--- config.mk ---
export PLATFORM = sky130hd
export DESIGN_NAME = srpt_grant_top
export DESIGN_NICKNAME = d
export VERILOG_FILES = /design/src/rtl/srpt_entry_pkg.sv /design/src/rtl/homa_hdr_pkg.sv /design/src/rtl/header_intake.sv /design/src/rtl/srpt_queue.sv /design/src/rtl/srpt_grant_top.sv
export VERILOG_INCLUDE_DIRS = /design/src /design/src/rtl
export SDC_FILE = /design/constraint.sdc
export NUM_CORES = 2
export LEC_CHECK = 0
export BUFFER_PORTS_ARGS = -buffer_cell sky130_fd_sc_hd__buf_2
export CAP_MARGIN = 40
export CORE_UTILIZATION = 28
export DETAILED_ROUTE_END_ITERATION = 10
export PLACE_DENSITY = 0.39
export SETUP_SLACK_MARGIN = 0.1
export SYNTH_ARGS = -nofsm -noshare
export SYNTH_HDL_FRONTEND = slang
export SYNTH_SLANG_ARGS = --single-unit
--- constraint.sdc ---
create_clock -name ap_clk -period 4.57 [get_ports ap_clk]
set_clock_uncertainty 0.1 [all_clocks]
set_input_delay 0.914 -clock ap_clk [delete_from_list [all_inputs] [get_ports ap_clk]]
set_output_delay 0.914 -clock ap_clk [all_outputs]
set_load 0.005 [all_outputs]
--- src/rtl/srpt_defs.svh ---
`ifndef SRPT_DEFS_SVH
`define SRPT_DEFS_SVH

// queue depth in entries
`define SRPT_DEPTH 16

// field widths
`define PEER_ID_W 14
`define RPC_ID_W 14
`define PKT_CNT_W 10
`define OFFSET_W 32
`define STATE_W 3
`define ENTRY_W 51
`define HDR_W 80

// queue entry layout, state code in the low bits
`define ENTRY_PEER 50:37
`define ENTRY_RPC 36:23
`define ENTRY_RECV 22:13
`define ENTRY_GRANTABLE 12:3
`define ENTRY_STATE 2:0

// header word layout as delivered by the packet parser
`define HDR_PEER 79:66
`define HDR_RPC 65:52
`define HDR_MSG_LEN 51:42
`define HDR_INCOMING 41:32
`define HDR_OFFSET 31:0

// entry state codes
`define STATE_EMPTY 3'b100
`define STATE_ACTIVE 3'b110

`endif

--- src/rtl/srpt_entry_pkg.sv ---
`include "srpt_defs.svh"

package srpt_entry_pkg;

   // id and count vectors
   typedef logic [`PEER_ID_W-1:0] peer_id_t;
   typedef logic [`RPC_ID_W-1:0] rpc_id_t;
   typedef logic [`PKT_CNT_W-1:0] pkt_cnt_t;

   // one queue entry: peer, rpc, recv, grantable, state
   typedef logic [`ENTRY_W-1:0] srpt_entry_t;

   typedef enum logic [`STATE_W-1:0] {
      EMPTY  = `STATE_EMPTY,
      ACTIVE = `STATE_ACTIVE
   } srpt_state_e;

   // which neighbour pairs the sort network compares
   typedef enum logic {
      EVEN_PHASE = 1'b0,
      ODD_PHASE  = 1'b1
   } swap_phase_e;

   // true when a belongs nearer the head than b
   function automatic logic srpt_before(srpt_entry_t a, srpt_entry_t b);
      srpt_state_e a_state;
      srpt_state_e b_state;
      a_state = srpt_state_e'(a[`ENTRY_STATE]);
      b_state = srpt_state_e'(b[`ENTRY_STATE]);
      // active always beats empty
      if (a_state == ACTIVE && b_state != ACTIVE) begin
         return 1'b1;
      end
      // both active: fewer grantable packets wins, ties keep their order
      if (a_state == ACTIVE && b_state == ACTIVE) begin
         return a[`ENTRY_GRANTABLE] < b[`ENTRY_GRANTABLE];
      end
      return 1'b0;
   endfunction

endpackage

--- src/rtl/homa_hdr_pkg.sv ---
`include "srpt_defs.svh"

package homa_hdr_pkg;

   // full header word from the header FIFO
   // peer, rpc, message length, incoming, byte offset
   typedef logic [`HDR_W-1:0] homa_hdr_t;

   // byte offset of the packet within its message
   // zero marks the first packet
   typedef logic [`OFFSET_W-1:0] byte_offset_t;

endpackage

--- src/rtl/header_intake.sv ---
`include "srpt_defs.svh"

module header_intake (
   input  logic                         ap_clk,
   input  logic                         ap_rst,
   input  logic                         header_empty_i,
   input  homa_hdr_pkg::homa_hdr_t      header_data_i,
   output logic                         header_rd_o,
   output logic                         push_o,
   output srpt_entry_pkg::srpt_entry_t  push_entry_o,
   output logic                         upd_o,
   output srpt_entry_pkg::peer_id_t     upd_peer_o,
   output srpt_entry_pkg::rpc_id_t      upd_rpc_o
);

   // decoded header fields
   srpt_entry_pkg::peer_id_t     hdr_peer;
   srpt_entry_pkg::rpc_id_t      hdr_rpc;
   srpt_entry_pkg::pkt_cnt_t     hdr_msg_len;
   srpt_entry_pkg::pkt_cnt_t     hdr_incoming;
   homa_hdr_pkg::byte_offset_t   hdr_offset;

   srpt_entry_pkg::pkt_cnt_t     grantable;
   logic                         has_grantable;
   logic                         first_pkt;
   srpt_entry_pkg::srpt_entry_t  new_entry;

   // fwft FIFO, so the word is taken in the cycle it shows up
   assign header_rd_o = ~header_empty_i;

   assign hdr_peer     = header_data_i[`HDR_PEER];
   assign hdr_rpc      = header_data_i[`HDR_RPC];
   assign hdr_msg_len  = header_data_i[`HDR_MSG_LEN];
   assign hdr_incoming = header_data_i[`HDR_INCOMING];
   assign hdr_offset   = header_data_i[`HDR_OFFSET];

   // packets still to be granted beyond the unscheduled part
   assign grantable     = hdr_msg_len - hdr_incoming;
   assign has_grantable = hdr_msg_len > hdr_incoming;
   assign first_pkt     = hdr_offset == '0;

   // fresh entry, this packet counts as the first received
   always_comb begin
      new_entry                   = '0;
      new_entry[`ENTRY_PEER]      = hdr_peer;
      new_entry[`ENTRY_RPC]       = hdr_rpc;
      new_entry[`ENTRY_RECV]      = srpt_entry_pkg::pkt_cnt_t'(1);
      new_entry[`ENTRY_GRANTABLE] = grantable;
      new_entry[`ENTRY_STATE]     = srpt_entry_pkg::ACTIVE;
   end

   // strobes, at most one per consumed header
   always_ff @(posedge ap_clk) begin
      if (ap_rst) begin
         push_o <= 1'b0;
         upd_o  <= 1'b0;
      end else begin
         push_o <= header_rd_o && has_grantable && first_pkt;
         upd_o  <= header_rd_o && has_grantable && !first_pkt;
      end
   end

   // payload follows the strobes, loaded only on a consumed word
   always_ff @(posedge ap_clk) begin
      if (header_rd_o) begin
         push_entry_o <= new_entry;
         upd_peer_o   <= hdr_peer;
         upd_rpc_o    <= hdr_rpc;
      end
   end

endmodule

--- src/rtl/srpt_queue.sv ---
`include "srpt_defs.svh"

module srpt_queue #(
   parameter int DEPTH = `SRPT_DEPTH
) (
   input  logic                         ap_clk,
   input  logic                         ap_rst,
   input  logic                         push_i,
   input  srpt_entry_pkg::srpt_entry_t  push_entry_i,
   input  logic                         upd_i,
   input  srpt_entry_pkg::peer_id_t     upd_peer_i,
   input  srpt_entry_pkg::rpc_id_t      upd_rpc_i,
   input  logic                         grant_full_i,
   output logic                         grant_wr_o,
   output srpt_entry_pkg::srpt_entry_t  grant_data_o
);

   // all-zero entry carrying the empty code
   localparam srpt_entry_pkg::srpt_entry_t EMPTY_ENTRY =
      srpt_entry_pkg::srpt_entry_t'(srpt_entry_pkg::EMPTY);

   // entry 0 is the head
   srpt_entry_pkg::srpt_entry_t  queue_q [DEPTH];
   srpt_entry_pkg::swap_phase_e  phase_q;

   // candidate next state of each operation
   srpt_entry_pkg::srpt_entry_t  push_q [DEPTH];
   srpt_entry_pkg::srpt_entry_t  upd_q  [DEPTH];
   srpt_entry_pkg::srpt_entry_t  pop_q  [DEPTH];
   srpt_entry_pkg::srpt_entry_t  sort_q [DEPTH];

   srpt_entry_pkg::srpt_state_e  head_state;
   logic                         head_active;
   logic                         new_first;
   logic                         pop_go;
   logic                         odd_sel;

   assign head_state  = srpt_entry_pkg::srpt_state_e'(queue_q[0][`ENTRY_STATE]);
   assign head_active = head_state == srpt_entry_pkg::ACTIVE;

   // pop only when nothing else claims the array this cycle
   assign pop_go = head_active && !grant_full_i && !push_i && !upd_i;

   // push compares the new entry with the head and the loser lands at 1
   assign new_first = srpt_entry_pkg::srpt_before(push_entry_i, queue_q[0]);

   always_comb begin
      push_q[0] = new_first ? push_entry_i : queue_q[0];
      push_q[1] = new_first ? queue_q[0] : push_entry_i;
      // rest moves one toward the tail and the last entry falls off
      for (int i = 2; i < DEPTH; i++) begin
         push_q[i] = queue_q[i-1];
      end
   end

   // update bumps recv on every active entry with matching ids
   always_comb begin
      for (int i = 0; i < DEPTH; i++) begin
         upd_q[i] = queue_q[i];
         if (queue_q[i][`ENTRY_STATE] == srpt_entry_pkg::ACTIVE &&
             queue_q[i][`ENTRY_PEER] == upd_peer_i &&
             queue_q[i][`ENTRY_RPC] == upd_rpc_i) begin
            upd_q[i][`ENTRY_RECV] = queue_q[i][`ENTRY_RECV] + srpt_entry_pkg::pkt_cnt_t'(1);
         end
      end
   end

   // pop shifts toward the head and empty fills the tail
   always_comb begin
      for (int i = 0; i < DEPTH - 1; i++) begin
         pop_q[i] = queue_q[i+1];
      end
      pop_q[DEPTH-1] = EMPTY_ENTRY;
   end

   // even phase compares pairs starting at even slots
   // odd phase compares pairs starting at odd slots
   assign odd_sel = phase_q == srpt_entry_pkg::ODD_PHASE;

   always_comb begin
      for (int i = 0; i < DEPTH; i++) begin
         sort_q[i] = queue_q[i];
      end
      for (int i = 0; i < DEPTH - 1; i++) begin
         // pairs are disjoint so each slot is written at most once
         if ((i % 2 == 1) == odd_sel &&
             srpt_entry_pkg::srpt_before(queue_q[i+1], queue_q[i])) begin
            sort_q[i]   = queue_q[i+1];
            sort_q[i+1] = queue_q[i];
         end
      end
   end

   // array update with push over update over pop over sort
   always_ff @(posedge ap_clk) begin
      if (ap_rst) begin
         for (int i = 0; i < DEPTH; i++) begin
            queue_q[i] <= EMPTY_ENTRY;
         end
         phase_q <= srpt_entry_pkg::EVEN_PHASE;
      end else if (push_i) begin
         queue_q <= push_q;
      end else if (upd_i) begin
         queue_q <= upd_q;
      end else if (pop_go) begin
         queue_q <= pop_q;
      end else begin
         queue_q <= sort_q;
         // phase advances only on sort cycles
         phase_q <= odd_sel ? srpt_entry_pkg::EVEN_PHASE : srpt_entry_pkg::ODD_PHASE;
      end
   end

   // grant write strobe one cycle after the pop decision
   always_ff @(posedge ap_clk) begin
      if (ap_rst) begin
         grant_wr_o <= 1'b0;
      end else begin
         grant_wr_o <= pop_go;
      end
   end

   // head captured as it leaves
   always_ff @(posedge ap_clk) begin
      if (pop_go) begin
         grant_data_o <= queue_q[0];
      end
   end

endmodule

--- src/rtl/srpt_grant_top.sv ---
module srpt_grant_top (
   input  logic                         ap_clk,
   input  logic                         ap_rst,
   input  logic                         header_empty_i,
   input  homa_hdr_pkg::homa_hdr_t      header_data_i,
   output logic                         header_rd_o,
   input  logic                         grant_full_i,
   output logic                         grant_wr_o,
   output srpt_entry_pkg::srpt_entry_t  grant_data_o
);

   // intake to queue strobes and payload
   logic                         push;
   srpt_entry_pkg::srpt_entry_t  push_entry;
   logic                         upd;
   srpt_entry_pkg::peer_id_t     upd_peer;
   srpt_entry_pkg::rpc_id_t      upd_rpc;

   // header decode, one registered stage
   header_intake header_intake_inst (
      .ap_clk         (ap_clk),
      .ap_rst         (ap_rst),
      .header_empty_i (header_empty_i),
      .header_data_i  (header_data_i),
      .header_rd_o    (header_rd_o),
      .push_o         (push),
      .push_entry_o   (push_entry),
      .upd_o          (upd),
      .upd_peer_o     (upd_peer),
      .upd_rpc_o      (upd_rpc)
   );

   // sorted store and grant output
   srpt_queue srpt_queue_inst (
      .ap_clk       (ap_clk),
      .ap_rst       (ap_rst),
      .push_i       (push),
      .push_entry_i (push_entry),
      .upd_i        (upd),
      .upd_peer_i   (upd_peer),
      .upd_rpc_i    (upd_rpc),
      .grant_full_i (grant_full_i),
      .grant_wr_o   (grant_wr_o),
      .grant_data_o (grant_data_o)
   );

endmodule

==> impl_metrics.tcl <==
set metrics [dict create \
    status "finished with violations" \
    violations "design-rule violations" \
    clk_pin_slew_ns 0.06 \
    rows 153 \
    fill_cells 18186 \
    cp-end-kind "register" \
    cap_violations 0 \
    fp.dieH_um 422 \
    vias 43527 \
    clock-sinks 909 \
    synth_cell_type_count 105 \
    initial_utilization 0.283 \
    synth_ff_type "dfxtp_1" \
    place_area_um2 52800 \
    worst_slack_ns 0.715 \
    mostFrequentLayoutCell "dfxtp_1" \
    whs_path_depth 1 \
    rsz0062_at_grt "no" \
    io-pin-count 137 \
    cts-htree-levels 3 \
    io_buffers 136 \
    synth.avg_cell_area_um2 9.13 \
    antenna_found_initial 5 \
    grt_first_pass_wirelength_mm 292 \
    place_ws_ns 0.659 \
    postCtsSetupRepairBufs 0 \
    max-slew-margin-rel 0.361 \
    worst_ep_arrival_time_ns 4.41 \
    synth-async-reset-ratio 0 \
    tns_ns 0 \
    multi_input_area_um2 27200 \
    netlist_area_um2 49500 \
    max_freq_mhz 259 \
    r2r_cells 8 \
    setup-violations-final 0 \
    hold_path.class "input pin to register" \
    viasPerCell 5.58 \
    drt_pass1_iterations 11 \
    power_density_nw_per_um2 336 \
    synth_edf_count 89 \
    clock-root-buffer "clkbuf_16" \
    tightest_slew_ns 0.945 \
    ys_warn_count 0 \
    totalWireLength_mm 196 \
    grt_usage 0.212 \
    die_w_um 422 \
    syn-num-nets 5673 \
    cts_tree "done" \
    grt_max_degree 148 \
    r2r-start "header_intake_inst.upd_rpc_o[4]" \
    finalCritPeriodShare 0.844 \
    dp_hpwl_mm 141 \
    start_kind "register" \
    clock_latency_ns 0.75 \
    synthCells 5418 \
    total_power_mw 19.0 \
    leakagePower_nw 20.8 \
    post_cts_resized 0 \
    hold_path_end "header_intake_inst.upd_peer_o[3]" \
    ys_ff_latch 909 \
    drt_iter0_drc 4418 \
    drive_above_1_share 0.107 \
    ir_worst_vdd_mv 0.288 \
    final_cell_mix "818 x dfxtp_1, 369 x inv_1, 342 x a22oi_1" \
    fp.coreArea_um2 175000 \
    hold_path_startpoint "header_data_i[69]" \
    period_minus_slack_ns 3.86 \
    required_ns 5.13 \
    nets 5637 \
    final_antenna_net_count 0 \
    cts.path.max_buffers 3 \
    drc_errors 3 \
    ys_seq_area_frac 0.386 \
    gp_congestion 0.839 \
    cts-buffers-inserted 113 \
    maxSlewViolCount 0 \
    crit_fanout 16 \
    wl_per_cell_um 25.1 \
    reg2reg_slack_ns 0.71 \
    area_delta_synth_final_pct 14.5 \
    worstReg2RegEnd "srpt_queue_inst.queue_q[784]" \
    design_area_um2 56700 \
    grt-ovfl-total 0 \
    cts_hold_buffers 0 \
    hold_viol 0 \
    path_class "register to register" \
    dieArea_um2 178000 \
    seq_area_um2 19100 \
    first_global_vias 42063 \
]
==> report_power, final <==
group | switching [mW] | internal (mW) | leakage [nW]
logic | 0.926 | 0.470 | 11.4
clock network | 3.83 | 5.47 | 1.88
registers | 0.208 | 8.14 | 7.56
total | 4.97 | 14.1 | 20.8
==> state kept, by name (all words and copies together) (netlist names) <==
signal	flops
srpt_queue_inst.odd_sel	1
header_intake_inst.push_entry_o	12
header_intake_inst.push_o	1
header_intake_inst.upd_peer_o	13
srpt_queue_inst.grant_wr_o	1
srpt_queue_inst.queue_q	48
srpt_queue_inst.head_state	3
header_intake_inst.upd_o	1
srpt_queue_inst.pop_q	765
header_intake_inst.upd_rpc_o	13
srpt_queue_inst.grant_data_o	51
==> final cells by class <==
cell class / count / area share
sequential: 909 / 0.337
tap: 2325 / 0.0513
clock inverter: 44 / 0.00892
inverter: 374 / 0.0249
multi-input combinational: 3665 / 0.479
antenna: 1 / 0.0000442
clock buffer: 159 / 0.0585
timing repair buffer: 319 / 0.0400
==> logic make-up (layout without fill, tap and decap cells) <==
family                   after synthesis  after routing  synth area share
buffers and inverters                844            896            0.0700
flip-flops                           909            909             0.386
adder cells (fa/ha/maj)              171            171            0.0434
other                                  0              1                 0
AO/OA/AOI/OAI                       1781           1781             0.278
AND/OR/NAND/NOR                     1083           1083             0.110
XOR/XNOR                             559            559            0.0989
multiplexers                          71             71            0.0144
==> Yosys cell counts (all sizes together), types with 10 or more instances <==
| library cell | number | share of area |
|---|---|---|
| dfxtp | 820 | 0.33 |
| inv | 374 | 0.028 |
| a22oi | 343 | 0.052 |
| xor2 | 295 | 0.052 |
| nor2 | 285 | 0.022 |
| clkbuf | 280 | 0.021 |
| xnor2 | 264 | 0.047 |
| a222oi | 228 | 0.046 |
| o21ai | 223 | 0.023 |
| a21oi | 221 | 0.023 |
| o2bb2ai | 193 | 0.034 |
| buf | 190 | 0.020 |
| nand2 | 188 | 0.014 |
| ha | 170 | 0.043 |
| nor3 | 117 | 0.012 |
| a211oi | 113 | 0.018 |
| nand3 | 110 | 0.011 |
| edfxtp | 89 | 0.054 |
| a221o | 86 | 0.017 |
| nand4 | 85 | 0.011 |
| nor4 | 83 | 0.011 |
| mux2i | 70 | 0.014 |
| a221oi | 66 | 0.012 |
| and2 | 58 | 0.0074 |
| and3 | 58 | 0.0073 |
| o22a | 39 | 0.0069 |
| a31oi | 30 | 0.0039 |
| nand2b | 27 | 0.0034 |
| a21o | 24 | 0.0036 |
| o21a | 23 | 0.0035 |
| o32ai | 23 | 0.0046 |
| o211ai | 20 | 0.0030 |
| nor2b | 18 | 0.0023 |
| o22ai | 18 | 0.0023 |
| nand3b | 13 | 0.0020 |
| a211o | 12 | 0.0021 |
| o211a | 12 | 0.0024 |
| o31ai | 12 | 0.0021 |
| a311oi | 11 | 0.0019 |
| a2111oi | 10 | 0.0019 |
| or3 | 10 | 0.0013 |
==> worst max-delay path, stage by stage, from the launching register on <==
cell	delay, ns
edfxtp_1	0.73
xor2_1	0.30
nor4_1	0.47
nand4_1	0.13
o41ai_1	0.74
buf_4	0.28
a31oi_2	0.31
a2111oi_0	0.50
a31o_2	0.17
==> per-layer routing <==
| layer | routed length [µm] | global-route usage | share of wire |
|---|---|---|---|
| met1 | 93600 | 0.307 | 0.48 |
| met2 | 88900 | 0.333 | 0.45 |
| met3 | 9030 | 0.0241 | 0.046 |
| met4 | 4270 | 0.0484 | 0.022 |
| met5 | 0 | 0 | 0 |
==> per-stage QoR <==
stage          cells   util  hold WS (ns)
2_1_floorplan   5418      -         0.345
3_3_place_gp    7584  0.302         0.388
3_5_place_dp    7591  0.302         0.380
4_1_cts         7794  0.324         0.181
5_1_grt         7795  0.324         0.197
6_report        7796  0.324         0.237
==> worst max-delay path by stage <==
| stage | cells after the start | slack [ns] | to | from |
|---|---|---|---|---|
| after floorplan | 11 | 0.45 | srpt_queue_inst.pop_q[775] | grant_full_i |
| after CTS | 8 | 0.71 | srpt_queue_inst.queue_q[784] | header_intake_inst.push_entry_o[36] |
| after detailed placement | 9 | 0.66 | srpt_queue_inst.pop_q[375] | grant_full_i |
| final | 8 | 0.71 | srpt_queue_inst.queue_q[784] | header_intake_inst.upd_rpc_o[4] |
| after global placement | 10 | 0.52 | srpt_queue_inst.pop_q[634] | srpt_queue_inst.pop_q[675] |
| after global routing | 11 | 0.49 | srpt_queue_inst.pop_q[754] | srpt_queue_inst.pop_q[726] |
Note: power is estimated with default switching activity, not from simulation.
